<file path="config.mk">
export PLATFORM = sky130hd
export DESIGN_NAME = alu_unit
export DESIGN_NICKNAME = d
export VERILOG_FILES = /design/src/alu_pkg.sv /design/src/alu_rom.sv /design/src/alu_sequencer.sv /design/src/alu_unit.sv
export VERILOG_INCLUDE_DIRS = /design/src
export SDC_FILE = /design/constraint.sdc
export NUM_CORES = 1
export LEC_CHECK = 0
export BUFFER_PORTS_ARGS = -buffer_cell sky130_fd_sc_hd__buf_4
export CAP_MARGIN = 5
export CORE_ASPECT_RATIO = 1.5
export CORE_UTILIZATION = 51
export DETAILED_ROUTE_END_ITERATION = 8
export PLACE_DENSITY = 0.67
export SLEW_MARGIN = 10
export SYNTH_ARGS = -nofsm -noshare
export SYNTH_HDL_FRONTEND = slang
export SYNTH_SLANG_ARGS = --single-unit
</file>
<file path="constraint.sdc">
create_clock -name clk -period 19.15 [get_ports clk]
set_clock_uncertainty 0.15 [all_clocks]
set_input_delay 3.83 -clock clk [delete_from_list [all_inputs] [get_ports clk]]
set_output_delay 3.83 -clock clk [all_outputs]
set_load 0.02 [all_outputs]
</file>
<file path="src/alu_params.svh">
`ifndef ALU_PARAMS_SVH
`define ALU_PARAMS_SVH

// datapath sizes
`define ALU_WIDTH     8 // operand and result byte
`define ALU_OP_BITS   5 // operation code
`define ALU_FLAG_BITS 8 // one bit per flag

// bit positions inside the active low flag vector
`define FLAG_C  0 // carry or borrow out
`define FLAG_Z  1 // result is zero
`define FLAG_N  2 // result sign bit
`define FLAG_O  3 // signed overflow
`define FLAG_GT 4 // a greater than b
`define FLAG_LT 5 // a less than b
`define FLAG_EQ 6 // a equals b
`define FLAG_NE 7 // a differs from b

// all flags inactive
`define FLAGS_IDLE {`ALU_FLAG_BITS{1'b1}}

`endif

</file>
<file path="src/alu_pkg.sv">
`default_nettype none

`include "alu_params.svh"

package alu_pkg;

    // operation codes of the table
    typedef enum logic [`ALU_OP_BITS-1:0] {
        OP_0                   = 5'd0,
        OP_A                   = 5'd1,  // pass a
        OP_B                   = 5'd2,  // pass b
        OP_NEGATE_A            = 5'd3,
        OP_NEGATE_B            = 5'd4,
        OP_BCD_DIV             = 5'd5,  // {b,a} / 10
        OP_B_PLUS_1            = 5'd6,
        OP_BCD_MOD             = 5'd7,  // {b,a} % 10
        OP_B_MINUS_1           = 5'd8,
        OP_A_PLUS_B            = 5'd9,
        OP_A_MINUS_B           = 5'd10,
        OP_B_MINUS_A           = 5'd11,
        OP_A_MINUS_B_SIGNEDMAG = 5'd12, // compare flags signed
        OP_A_PLUS_B_PLUS_C     = 5'd13, // only picked when carry is set
        OP_A_MINUS_B_MINUS_C   = 5'd14,
        OP_B_MINUS_A_MINUS_C   = 5'd15,
        OP_A_TIMES_B_HI        = 5'd16,
        OP_A_TIMES_B_LO        = 5'd17,
        OP_A_DIV_B             = 5'd18,
        OP_A_MOD_B             = 5'd19,
        OP_A_LSL_B             = 5'd20,
        OP_A_LSR_B             = 5'd21,
        OP_A_ASR_B             = 5'd22,
        OP_A_RLC_B             = 5'd23,
        OP_A_RRC_B             = 5'd24,
        OP_A_OR_B              = 5'd25,
        OP_A_AND_B             = 5'd26,
        OP_A_XOR_B             = 5'd27,
        OP_A_NAND_B            = 5'd28,
        OP_NOT_B               = 5'd29,
        OP_A_PLUS_B_BCD        = 5'd30,
        OP_A_MINUS_B_BCD       = 5'd31
    } alu_op_t;

    // one byte read either as binary or as two decimal digits
    typedef union packed {
        logic [`ALU_WIDTH-1:0] raw;
        struct packed {
            logic [3:0] hi; // tens
            logic [3:0] lo; // units
        } digits;
    } bcd_byte_u;

endpackage

`default_nettype wire

</file>
<file path="src/alu_rom.sv">
`timescale 1ns/1ps
`default_nettype none

`include "alu_params.svh"

module alu_rom (
    input  wire [`ALU_WIDTH-1:0]     a,
    input  wire [`ALU_WIDTH-1:0]     b,
    input  wire alu_pkg::alu_op_t    op,
    output logic [`ALU_WIDTH-1:0]    result,
    output logic [`ALU_FLAG_BITS-1:0] flags_n
);

    //////////////////////////////////////////////////
    // overflow rules

    // like signs in and the other sign out
    function automatic logic add_ovf(input logic l, input logic r, input logic s);
        return (l == r) && (s != l);
    endfunction

    // unlike signs in and the result lost the sign of the left side
    function automatic logic sub_ovf(input logic l, input logic r, input logic s);
        return (l != r) && (s != l);
    endfunction

    logic [`ALU_WIDTH:0] res9;       // carry sits on top of the result byte
    logic                ovf;        // active high until the output stage
    logic                signed_cmp; // gt/lt use two's complement
    logic                neg;

    logic [2*`ALU_WIDTH-1:0] prod;     // a * b full width
    logic [2*`ALU_WIDTH-1:0] bcd_word; // b is the high byte
    logic [2*`ALU_WIDTH-1:0] bcd_q;
    logic [2*`ALU_WIDTH-1:0] bcd_r;
    logic [`ALU_WIDTH-1:0]   div_q;
    logic [`ALU_WIDTH-1:0]   div_r;

    logic                    big_shift; // count of 8 or more
    logic [`ALU_WIDTH:0]     lsl_w;     // carry in bit 8
    logic [`ALU_WIDTH:0]     lsr_w;     // carry in bit 0
    logic signed [`ALU_WIDTH+1:0] asr_w; // sign copy on top and carry in bit 0
    logic [2*`ALU_WIDTH-1:0] rol_w;     // doubled byte for rotation
    logic [2*`ALU_WIDTH-1:0] ror_w;
    logic                    rot_zero;

    alu_pkg::bcd_byte_u    a_bcd;
    alu_pkg::bcd_byte_u    b_bcd;
    alu_pkg::bcd_byte_u    sum_bcd;
    alu_pkg::bcd_byte_u    dif_bcd;
    logic [`ALU_WIDTH-1:0] a_dec;       // decimal value of a
    logic [`ALU_WIDTH-1:0] b_dec;
    logic [`ALU_WIDTH:0]   bcd_sum;     // up to 198 for valid digits
    logic [`ALU_WIDTH:0]   bcd_sum_rem;
    logic [`ALU_WIDTH-1:0] bcd_dif;     // a + (100 - b) wraps at 256
    logic [`ALU_WIDTH-1:0] bcd_dif_rem;

    //////////////////////////////////////////////////
    // shared arithmetic

    assign prod     = a * b;
    assign bcd_word = {b, a};
    assign bcd_q    = bcd_word / 16'd10;
    assign bcd_r    = bcd_word % 16'd10;
    assign div_q    = (b == '0) ? '0 : a / b; // div by zero handled below
    assign div_r    = (b == '0) ? '0 : a % b;

    assign big_shift = (b >= `ALU_WIDTH);
    assign lsl_w     = {1'b0, a} << b[2:0];
    assign lsr_w     = {a, 1'b0} >> b[2:0];
    assign asr_w     = $signed({a[`ALU_WIDTH-1], a, 1'b0}) >>> b[2:0];
    assign rol_w     = {a, a} << b[2:0]; // result in the high byte
    assign ror_w     = {a, a} >> b[2:0]; // result in the low byte
    assign rot_zero  = (b[2:0] == 3'd0); // rotate count mod 8

    // bcd digits to binary
    assign a_bcd.raw = a;
    assign b_bcd.raw = b;
    assign a_dec     = a_bcd.digits.hi * 8'd10 + a_bcd.digits.lo;
    assign b_dec     = b_bcd.digits.hi * 8'd10 + b_bcd.digits.lo;

    assign bcd_sum        = a_dec + b_dec;
    assign bcd_sum_rem    = bcd_sum % 9'd100;
    assign sum_bcd.digits = {4'(bcd_sum_rem / 9'd10), 4'(bcd_sum_rem % 9'd10)};

    // add the complement so no wrap below zero is needed
    assign bcd_dif        = a_dec + (8'd100 - b_dec);
    assign bcd_dif_rem    = bcd_dif % 8'd100;
    assign dif_bcd.digits = {4'(bcd_dif_rem / 8'd10), 4'(bcd_dif_rem % 8'd10)};

    //////////////////////////////////////////////////
    // operation table

    always_comb begin
        res9 = '0;   // also the answer for unlisted codes
        ovf  = 1'b0;
        case (op)
            alu_pkg::OP_0: res9 = '0;
            alu_pkg::OP_A: res9 = {1'b0, a};
            alu_pkg::OP_B: res9 = {1'b0, b};
            alu_pkg::OP_NEGATE_A: begin
                res9 = {1'b0, 8'(-a)};
                ovf  = (a == 8'h80); // -128 has no positive form
            end
            alu_pkg::OP_NEGATE_B: begin
                res9 = {1'b0, 8'(-b)};
                ovf  = (b == 8'h80);
            end
            alu_pkg::OP_BCD_DIV: begin
                if (b < 8'd10) res9 = {1'b0, bcd_q[`ALU_WIDTH-1:0]};
                else           ovf  = 1'b1; // quotient would not fit a byte
            end
            alu_pkg::OP_B_PLUS_1: begin
                res9 = {1'b0, b} + 9'd1; // makes carry but never consumes it
                ovf  = add_ovf(b[7], 1'b0, res9[7]);
            end
            alu_pkg::OP_BCD_MOD: begin
                if (b < 8'd10) res9 = {1'b0, bcd_r[`ALU_WIDTH-1:0]};
                else           ovf  = 1'b1;
            end
            alu_pkg::OP_B_MINUS_1: begin
                res9 = {1'b0, b} - 9'd1;
                ovf  = sub_ovf(b[7], 1'b0, res9[7]);
            end
            alu_pkg::OP_A_PLUS_B: begin
                res9 = {1'b0, a} + {1'b0, b};
                ovf  = add_ovf(a[7], b[7], res9[7]);
            end
            alu_pkg::OP_A_MINUS_B,
            alu_pkg::OP_A_MINUS_B_SIGNEDMAG: begin
                res9 = {1'b0, a} - {1'b0, b}; // borrow lands in bit 8
                ovf  = sub_ovf(a[7], b[7], res9[7]);
            end
            alu_pkg::OP_B_MINUS_A: begin
                res9 = {1'b0, b} - {1'b0, a};
                ovf  = sub_ovf(b[7], a[7], res9[7]);
            end
            alu_pkg::OP_A_PLUS_B_PLUS_C: begin
                res9 = {1'b0, a} + {1'b0, b} + 9'd1;
                ovf  = add_ovf(a[7], b[7], res9[7]);
            end
            alu_pkg::OP_A_MINUS_B_MINUS_C: begin
                res9 = {1'b0, a} - {1'b0, b} - 9'd1;
                ovf  = sub_ovf(a[7], b[7], res9[7]);
            end
            alu_pkg::OP_B_MINUS_A_MINUS_C: begin
                res9 = {1'b0, b} - {1'b0, a} - 9'd1;
                ovf  = sub_ovf(b[7], a[7], res9[7]);
            end
            alu_pkg::OP_A_TIMES_B_HI: res9 = {1'b0, prod[15:8]};
            alu_pkg::OP_A_TIMES_B_LO: res9 = {|prod[15:8], prod[7:0]}; // carry when high byte used
            alu_pkg::OP_A_DIV_B: begin
                res9 = {1'b0, div_q};
                if (b == '0) begin
                    res9 = 9'h100; // zero with carry forced
                    ovf  = 1'b1;
                end
            end
            alu_pkg::OP_A_MOD_B: begin
                res9 = {1'b0, div_r};
                if (b == '0) begin
                    res9 = 9'h100;
                    ovf  = 1'b1;
                end
            end
            // shifts of 8 or more clear result and carry
            alu_pkg::OP_A_LSL_B: begin // c <- a <- 0
                if (!big_shift) res9 = lsl_w;
                ovf = (a[7] != res9[7]);
            end
            alu_pkg::OP_A_LSR_B: begin // 0 -> a -> c
                if (!big_shift) res9 = {lsr_w[0], lsr_w[8:1]};
                ovf = (a[7] != res9[7]);
            end
            alu_pkg::OP_A_ASR_B: begin // sign fill from the left
                if (!big_shift) res9 = {asr_w[0], asr_w[8:1]};
                ovf = (a[7] != res9[7]);
            end
            alu_pkg::OP_A_RLC_B: begin
                res9 = {~rot_zero & rol_w[8], rol_w[15:8]}; // last wrap is the new lsb
                ovf  = (a[7] != res9[7]);
            end
            alu_pkg::OP_A_RRC_B: begin
                res9 = {~rot_zero & ror_w[7], ror_w[7:0]}; // last wrap is the new msb
                ovf  = (a[7] != res9[7]);
            end
            alu_pkg::OP_A_OR_B:   res9 = {1'b0, a | b};
            alu_pkg::OP_A_AND_B:  res9 = {1'b0, a & b};
            alu_pkg::OP_A_XOR_B:  res9 = {1'b0, a ^ b};
            alu_pkg::OP_A_NAND_B: res9 = {1'b0, ~(a & b)};
            alu_pkg::OP_NOT_B:    res9 = {1'b0, ~b};
            alu_pkg::OP_A_PLUS_B_BCD: begin // no carry in
                res9 = {(bcd_sum >= 9'd100), sum_bcd.raw};
            end
            alu_pkg::OP_A_MINUS_B_BCD: begin // no borrow in
                res9 = {(bcd_dif < 8'd100), dif_bcd.raw};
            end
            default: begin
                res9 = '0;
                ovf  = 1'b0;
            end
        endcase
    end

    //////////////////////////////////////////////////
    // flag outputs, all active low

    assign signed_cmp = (op == alu_pkg::OP_A_MINUS_B_SIGNEDMAG);

    // bcd subtract reports sign from the operand order only
    assign neg = (op == alu_pkg::OP_A_MINUS_B_BCD) ? (b > a) : res9[7];

    assign result = res9[`ALU_WIDTH-1:0];

    assign flags_n[`FLAG_C]  = ~res9[`ALU_WIDTH];
    assign flags_n[`FLAG_Z]  = ~(res9[`ALU_WIDTH-1:0] == '0);
    assign flags_n[`FLAG_N]  = ~neg;
    assign flags_n[`FLAG_O]  = ~ovf;
    assign flags_n[`FLAG_GT] = signed_cmp ? ~($signed(a) > $signed(b)) : ~(a > b);
    assign flags_n[`FLAG_LT] = signed_cmp ? ~($signed(a) < $signed(b)) : ~(a < b);
    assign flags_n[`FLAG_EQ] = ~(a == b);
    assign flags_n[`FLAG_NE] = ~(a != b);

endmodule

`default_nettype wire

</file>
<file path="src/alu_sequencer.sv">
`timescale 1ns/1ps
`default_nettype none

`include "alu_params.svh"

module alu_sequencer (
    input  wire                       clk,
    input  wire                       rst_n,
    input  wire                       req,
    input  wire alu_pkg::alu_op_t     op,
    input  wire [`ALU_WIDTH-1:0]      a,
    input  wire [`ALU_WIDTH-1:0]      b,
    input  wire                       use_carry,   // fold stored carry into add/sub
    input  wire [`ALU_WIDTH-1:0]      rom_result,
    input  wire [`ALU_FLAG_BITS-1:0]  rom_flags_n,
    output logic                      ack,
    output alu_pkg::alu_op_t          op_eff,      // table operation after carry mapping
    output logic [`ALU_WIDTH-1:0]     a_q,
    output logic [`ALU_WIDTH-1:0]     b_q,
    output logic [`ALU_WIDTH-1:0]     result,
    output logic [`ALU_FLAG_BITS-1:0] flags_n
);

    // handshake states
    localparam logic [1:0] ST_IDLE = 2'd0; // waiting for req
    localparam logic [1:0] ST_EVAL = 2'd1; // table settling on latched operands
    localparam logic [1:0] ST_DONE = 2'd2; // ack high until req drops

    logic [1:0]       state;
    logic             accept;    // new operation taken this edge
    logic             carry_set; // stored carry is active
    alu_pkg::alu_op_t op_sel;

    assign accept    = (state == ST_IDLE) && req;
    assign carry_set = ~flags_n[`FLAG_C]; // carry from the previous operation

    //////////////////////////////////////////////////
    // carry variant selection

    always_comb begin
        op_sel = op; // most codes pass unchanged
        if (use_carry && carry_set) begin
            case (op)
                alu_pkg::OP_A_PLUS_B:  op_sel = alu_pkg::OP_A_PLUS_B_PLUS_C;
                alu_pkg::OP_A_MINUS_B: op_sel = alu_pkg::OP_A_MINUS_B_MINUS_C;
                alu_pkg::OP_B_MINUS_A: op_sel = alu_pkg::OP_B_MINUS_A_MINUS_C;
                default:               op_sel = op;
            endcase
        end
    end

    //////////////////////////////////////////////////
    // handshake FSM

    always_ff @(posedge clk or negedge rst_n) begin
        if (!rst_n) begin
            state <= ST_IDLE;
            ack   <= 1'b0;
        end else begin
            case (state)
                ST_IDLE: begin
                    if (accept) state <= ST_EVAL; // operands latched on this edge
                end
                ST_EVAL: begin
                    state <= ST_DONE;
                    ack   <= 1'b1; // result captured on the same edge
                end
                ST_DONE: begin
                    if (!req) begin // four-phase release
                        state <= ST_IDLE;
                        ack   <= 1'b0;
                    end
                end
                default: begin
                    state <= ST_IDLE;
                    ack   <= 1'b0;
                end
            endcase
        end
    end

    // operand latch feeding the table
    always_ff @(posedge clk) begin
        if (accept) begin
            a_q    <= a;
            b_q    <= b;
            op_eff <= op_sel;
        end
    end

    // result and flags persist between operations for chained carry
    always_ff @(posedge clk or negedge rst_n) begin
        if (!rst_n) begin
            result  <= '0;
            flags_n <= `FLAGS_IDLE; // every flag inactive
        end else if (state == ST_EVAL) begin
            result  <= rom_result;
            flags_n <= rom_flags_n;
        end
    end

endmodule

`default_nettype wire

</file>
<file path="src/alu_unit.sv">
`timescale 1ns/1ps
`default_nettype none

`include "alu_params.svh"

module alu_unit (
    input  wire                       clk,
    input  wire                       rst_n,
    input  wire                       req,
    output logic                      ack,
    input  wire alu_pkg::alu_op_t     op,
    input  wire [`ALU_WIDTH-1:0]      a,
    input  wire [`ALU_WIDTH-1:0]      b,
    input  wire                       use_carry,
    output logic [`ALU_WIDTH-1:0]     result,
    output logic [`ALU_FLAG_BITS-1:0] flags_n  // active low
);

    // sequencer to table
    alu_pkg::alu_op_t          op_eff;
    logic [`ALU_WIDTH-1:0]     a_q;
    logic [`ALU_WIDTH-1:0]     b_q;
    // table back to sequencer
    logic [`ALU_WIDTH-1:0]     rom_result;
    logic [`ALU_FLAG_BITS-1:0] rom_flags_n;

    alu_sequencer seq0 (
        .clk         (clk),
        .rst_n       (rst_n),
        .req         (req),
        .op          (op),
        .a           (a),
        .b           (b),
        .use_carry   (use_carry),
        .rom_result  (rom_result),
        .rom_flags_n (rom_flags_n),
        .ack         (ack),
        .op_eff      (op_eff),
        .a_q         (a_q),
        .b_q         (b_q),
        .result      (result),
        .flags_n     (flags_n)
    );

    alu_rom rom0 (
        .a       (a_q),
        .b       (b_q),
        .op      (op_eff),
        .result  (rom_result),
        .flags_n (rom_flags_n)  // zero latency
    );

endmodule

`default_nettype wire

</file>
==> results of run 1 <==
==> metrics by stage <==
| stage | worst slack [ns] | cells | cell area, um2 |
|---|---|---|---|
| after CTS | 3.55 | 2461 | 15800 |
| after detailed placement | 3.60 | 2453 | 15600 |
| after floorplan | 5.01 | 2110 | 15100 |
| after global routing | 2.16 | 2461 | 15800 |
| after global placement | 4.30 | 2453 | 15600 |
| final | 3.24 | 2462 | 15800 |
==> cell usage after synthesis (all sizes together), types with 46 or more instances <==
cell type / count / area, um2
xnor2: 98 / 873
fa: 46 / 921
ha: 159 / 1990
a21oi: 156 / 796
nor2: 229 / 867
nand3: 69 / 355
buf: 47 / 236
nand2: 217 / 815
o21ai: 128 / 644
clkbuf: 78 / 294
nor3: 61 / 353
inv: 110 / 413
==> sequential cells by signal (all words and copies together), names as in the netlist <==
signal,cells
seq0.result,8
seq0.state,2
seq0.a_q,8
seq0.b_q,8
seq0.flags_n,8
seq0.ack,1
seq0.op_eff,5
==> layer usage <==
metal | vias up | GRT usage [%]
met5 | - | 0
met2 | 976 | 72.5
li1 | 7701 | -
met3 | 303 | 9.49
met4 | 2 | 32.2
met1 | 8113 | 48.5
==> final timing paths <==
kind                       cells after the start                           to  slack [ns]                   startpoint
max                                           66  seq0.flags_n[1]$_DFFE_PN1P_        3.24        seq0.a_q[7]$_DFFE_PP_
min                                            2  seq0.flags_n[4]$_DFFE_PN1P_        0.31  seq0.flags_n[4]$_DFFE_PN1P_
max reg2reg                                   66  seq0.flags_n[1]$_DFFE_PN1P_        3.24        seq0.a_q[7]$_DFFE_PP_
min reg2reg                                    2  seq0.flags_n[4]$_DFFE_PN1P_        0.31  seq0.flags_n[4]$_DFFE_PN1P_
max in group asynchronous                      1  seq0.flags_n[0]$_DFFE_PN1P_       15.34                        rst_n
min in group asynchronous                      1    seq0.state[1]$_DFFE_PN0P_        3.24                        rst_n
==> worst register-to-register path: cells and delay by family, from the launching register on <==
family / cells / cell delay (ns)
AO/OA/AOI/OAI: 40 / 8.55
buffers and inverters: 6 / 1.77
flip-flops: 1 / 0.32
adder cells (fa/ha/maj): 8 / 2.92
AND/OR/NAND/NOR: 11 / 1.80
multiplexers: 1 / 0.36
==> layout by cell type, fill, tap and decap left out, types with 23 or more instances in the layout <==
cell type	synthesis	final
a21o_1	32	32
a21oi_1	152	152
a31oi_1	23	23
buf_4	3	78
fa_1	46	46
ha_1	159	159
inv_1	107	107
mux2i_1	25	25
nand2_1	217	217
nand2b_1	29	29
nand3_1	67	67
nor2_1	228	227
nor2b_1	24	24
nor3_1	54	53
o21a_1	33	33
o21ai_0	122	122
o21bai_1	23	23
o22ai_1	25	25
o31ai_1	29	29
xnor2_1	96	96
xor2_1	33	33
==> area by class of cell <==
type                       count  area (um2)
antenna                        1        2.50
clock buffer                   5         125
clock inverter                 3        45.0
fill                        2994       13100
inverter                     116         435
multi-input combinational   1829       13000
sequential                    40        1120
tap                          390         488
timing repair buffer          78         586
==> logic make-up (layout without fill, tap and decap cells) <==
kind of cell	Yosys count	count (layout)	share of synthesized area, %
AND/OR/NAND/NOR	771	771	24.9
XOR/XNOR	131	131	7.70
other	0	1	0
adder cells (fa/ha/maj)	209	209	19.6
multiplexers	37	37	2.70
AO/OA/AOI/OAI	681	681	31.4
buffers and inverters	241	202	6.40
flip-flops	40	40	7.39
==> flow_metrics.env, run 1 <==
export IMPL_status="finished clean"
export IMPL_cts_sinks=40
export IMPL_hold_ws_ns=0.309
export IMPL_grt_pass1_vias=16250
export IMPL_cp_num_buf_inv=6
export IMPL_post_route_period_util_pct=83.1
export IMPL_post_cts_setup_buffer_count=0
export IMPL_grt_max_degree=63
export IMPL_dieArea_um2=30300
export IMPL_hold_buffers=0
export IMPL_drt_pass1_iterations=8
export IMPL_hold_viol=0
export IMPL_slew_headroom_pct=23.9
export IMPL_grt_total_usage_pct=43.5
export IMPL_die_h_um=213
export IMPL_start_util_pct=52.2
export IMPL_drv_slew=0
export IMPL_setup_tns_ns=0
export IMPL_worstHoldPathType="flop to flop"
export IMPL_path_common_cell="o21a_1"
export IMPL_crit_arrival_ns=15.98
export IMPL_ys_warnings_count=0
export IMPL_path_delay_family="compound AO/OA/AOI/OAI gates"
export IMPL_grt_antenna_before_repair=3
export IMPL_max_stage_delay_ns=0.79
export IMPL_cts_resized=0
export IMPL_slowest_stage="clkinv_1"
export IMPL_met1_length_um=23900
export IMPL_clk_latency_ns=0.30
export IMPL_synth_cells=2110
export IMPL_vias_per_cell=6.94
export IMPL_ant_nets=0
export IMPL_ios=42
export IMPL_ys_ff_latch=40
export IMPL_setup_viol=0
export IMPL_place_congestion=1.04
export IMPL_wl_met2_um=30700
export IMPL_end_kind="flop"
export IMPL_crit_type="flop to flop"
export IMPL_portBuffers=41
export IMPL_htreeDepth=2
export IMPL_clock_fmax_mhz=62.9
export IMPL_avgSynthCellArea_um2=7.15
export IMPL_num_vias=17095
export IMPL_startpoint_type="flop"
export IMPL_drt_iter0_drc=1740
export IMPL_drc_errors=0
export IMPL_async_flop_share_pct=47.5
export IMPL_clkTransAtPathRegs_ns=0.07
export IMPL_final_util_pct=54.7
export IMPL_cts_max_path_buffers=2
export IMPL_rsz0062_at_grt="false"
export IMPL_path_max_fanout=31
export IMPL_fin_crit_ns=15.91
export IMPL_layout_drive_gt1_share_pct=8.69
export IMPL_cap_violations=0
export IMPL_syn_nets=2340
export IMPL_synth_edf_count=21
export IMPL_ys_flop_type="edfxtp_1"
export IMPL_cts_buffers=5
export IMPL_cp_required_ns=19.22
export IMPL_tightest_slew_ns=1.13
export IMPL_cts_root_buffer="clkbuf_16"
export IMPL_wl_um=66100
export IMPL_cts_tree="yes"
export IMPL_grt_overflow_total=0
export IMPL_syn_cell_area_um2=15100
export IMPL_grt_pass1_wl_um=97900
export IMPL_placeableCoreArea_um2=28900
export IMPL_dp_hpwl_um=49600
export IMPL_top_layer="met5"
export IMPL_row_count=76
export IMPL_die_width_um=142
export IMPL_area_delta_synth_final_pct=4.79
export IMPL_wire_per_inst_um=26.8
export IMPL_nets=2300
export IMPL_synthDistinctLibCells=121
export IMPL_wl_met3_um=5950
export IMPL_seq_area_frac_synth_pct=7.39
Power of run 1 is not shown: default switching activity piles up to over one toggle a cycle in this logic, so the estimate is an artifact.
==> run 2, diff against run 1 <==
--- a/config.mk
+++ b/config.mk
@@ -11,7 +11,7 @@
 export CORE_ASPECT_RATIO = 1.5
 export CORE_UTILIZATION = 51
 export DETAILED_ROUTE_END_ITERATION = 8
-export PLACE_DENSITY = 0.67
+export PLACE_DENSITY = 0.7
 export SLEW_MARGIN = 10
 export SYNTH_ARGS = -nofsm -noshare
 export SYNTH_HDL_FRONTEND = slang
==> constraint.sdc (replaced) <==
create_clock -name clk -period 13.15 [get_ports clk]
set_clock_uncertainty 0.15 [all_clocks]
set_input_delay 2.63 -clock clk [delete_from_list [all_inputs] [get_ports clk]]
set_output_delay 2.63 -clock clk [all_outputs]
set_load 0.02 [all_outputs]
==> flow_metrics.env, run 2 (synthesis gave the netlist of run 1 again) <==
export IMPL_holdPathEnd="seq0.flags_n[4]$_DFFE_PN1P_"
export IMPL_grt_total_usage_pct=44.0
export IMPL_crit_arrival_ns=13.07
export IMPL_portBuffers=41
export IMPL_clock_fmax_mhz=77.0
export IMPL_dp_hpwl_um=50000
export IMPL_cts_max_path_buffers=2
export IMPL_cp_required_ns=13.23
export IMPL_dieArea_um2=30300
export IMPL_wire_per_inst_um=26.8
export IMPL_max_stage_delay_ns=0.51
export IMPL_placeableCoreArea_um2=28900
export IMPL_place_congestion=1.07
export IMPL_cap_violations=0
export IMPL_ant_nets=0
export IMPL_die_h_um=213
export IMPL_area_delta_synth_final_pct=8.60
export IMPL_slew_headroom_pct=18.7
export IMPL_cts_tree="yes"
export IMPL_r2r_slack_ns=0.16
export IMPL_layout_commonest_cell="nor2_1"
export IMPL_grt_antenna_before_repair=3
export IMPL_rr_startpoint="seq0.b_q[6]$_DFFE_PP_"
export IMPL_end_kind="flop"
export IMPL_slowest_stage="a221oi_1"
export IMPL_hold_buffers=0
export IMPL_path_max_fanout=8
export IMPL_grt_max_degree=57
export IMPL_cts_buffers=5
export IMPL_grt_overflow_total=0
export IMPL_row_count=76
export IMPL_num_vias=17553
export IMPL_setup_viol=0
export IMPL_hold_ws_ns=0.306
export IMPL_hold_viol=0
export IMPL_grt_pass1_wl_um=98700
export IMPL_status="finished clean"
export IMPL_min_from="seq0.flags_n[4]$_DFFE_PN1P_"
export IMPL_startpoint_type="flop"
export IMPL_hold_path_depth=2
export IMPL_cts_root_buffer="clkbuf_16"
export IMPL_tightest_slew_ns=1.20
export IMPL_rr_worst_depth=71
export IMPL_clkTransAtPathRegs_ns=0.08
export IMPL_drt_iter0_drc=1911
export IMPL_r2r_end="seq0.flags_n[1]$_DFFE_PN1P_"
export IMPL_wl_um=67200
export IMPL_ios=42
export IMPL_crit_type="flop to flop"
export IMPL_drt_pass1_iterations=6
export IMPL_cts_sinks=40
export IMPL_start_util_pct=52.2
export IMPL_placed_area_um2=15700
export IMPL_grt_pass1_vias=16503
export IMPL_post_route_period_util_pct=98.8
export IMPL_setup_tns_ns=0
export IMPL_fin_crit_ns=12.99
export IMPL_htreeDepth=2
export IMPL_drc_errors=0
export IMPL_layout_drive_gt1_share_pct=12.5
export IMPL_clk_latency_ns=0.32
export IMPL_n_fill_cell=2841
export IMPL_die_width_um=142
export IMPL_drv_slew=0
export IMPL_layout_common_cells="nor2_1 (224), nand2_1 (213), ha_1 (157), a21oi_1 (148), buf_4 (124)"
export IMPL_vias_per_cell=6.99
export IMPL_worstHoldPathType="flop to flop"
export IMPL_postLayoutCellArea_um2=16400
export IMPL_path_common_cell="o21a_1"
export IMPL_nets=2349
[run 2: what timing repair did]
| item | in CTS | in global routing |
|---|---|---|
| setup buffers | 9 | 25 |
| pin swaps | 5 | 42 |
| gates resized for setup | 6 | 44 |
| endpoints found under the setup margin | 3 | 10 |
| cloned | 0 | 1 |
[run 2: stage by stage]
stage                     worst slack [ns]  util, %  std cells
after CTS                           0.0133     55.4       2481
after global routing                -0.312     56.7       2510
final                                0.164     56.7       2512
after detailed placement            -0.407     54.5       2464
after global placement               0.192     54.5       2464
after floorplan                    0.00275        -       2110
[run 2: how the worst max path moves through the flow]
stage          cells after the start                  start                           to
2_1_floorplan                     71  seq0.b_q[7]$_DFFE_PP_  seq0.flags_n[1]$_DFFE_PN1P_
3_3_place_gp                      69  seq0.b_q[5]$_DFFE_PP_  seq0.flags_n[1]$_DFFE_PN1P_
3_5_place_dp                      69  seq0.b_q[5]$_DFFE_PP_  seq0.flags_n[1]$_DFFE_PN1P_
4_1_cts                           69  seq0.b_q[5]$_DFFE_PP_  seq0.flags_n[1]$_DFFE_PN1P_
5_1_grt                           72  seq0.b_q[6]$_DFFE_PP_  seq0.flags_n[1]$_DFFE_PN1P_
6_report                          71  seq0.b_q[6]$_DFFE_PP_  seq0.flags_n[1]$_DFFE_PN1P_
[run 2: layer usage]
layer / vias up / GRT usage (%) / routed length, um
met2: 1038 / 70.7 / 30400
met3: 369 / 10.8 / 6190
met1: 8327 / 48.4 / 24100
met4: 4 / 37.8 / 6500
li1: 7815 / - / -
met5: - / 0 / 28
[run 2: critical path, delay by kind of cell (launching register included)]
family | cells | cell delay, ns
AO/OA/AOI/OAI | 39 | 7.33
adder cells (fa/ha/maj) | 7 | 1.86
buffers and inverters | 7 | 0.92
flip-flops | 1 | 0.39
multiplexers | 1 | 0.27
AND/OR/NAND/NOR | 17 | 1.96
[run 2: final cells by class]
class                   count  area [um2]  share of cell area, %
well taps                 390         488                   2.98
clock inverters             1        8.76                 0.0534
clock buffers               7         164                   1.00
diodes                      2        5.00                 0.0305
inverters                 116         438                   2.67
multi-input cells        1830       13200                   80.7
repair buffers            126         950                   5.79
flip-flops and latches     40        1120                   6.81
Power of run 2 is left out for the same reason.
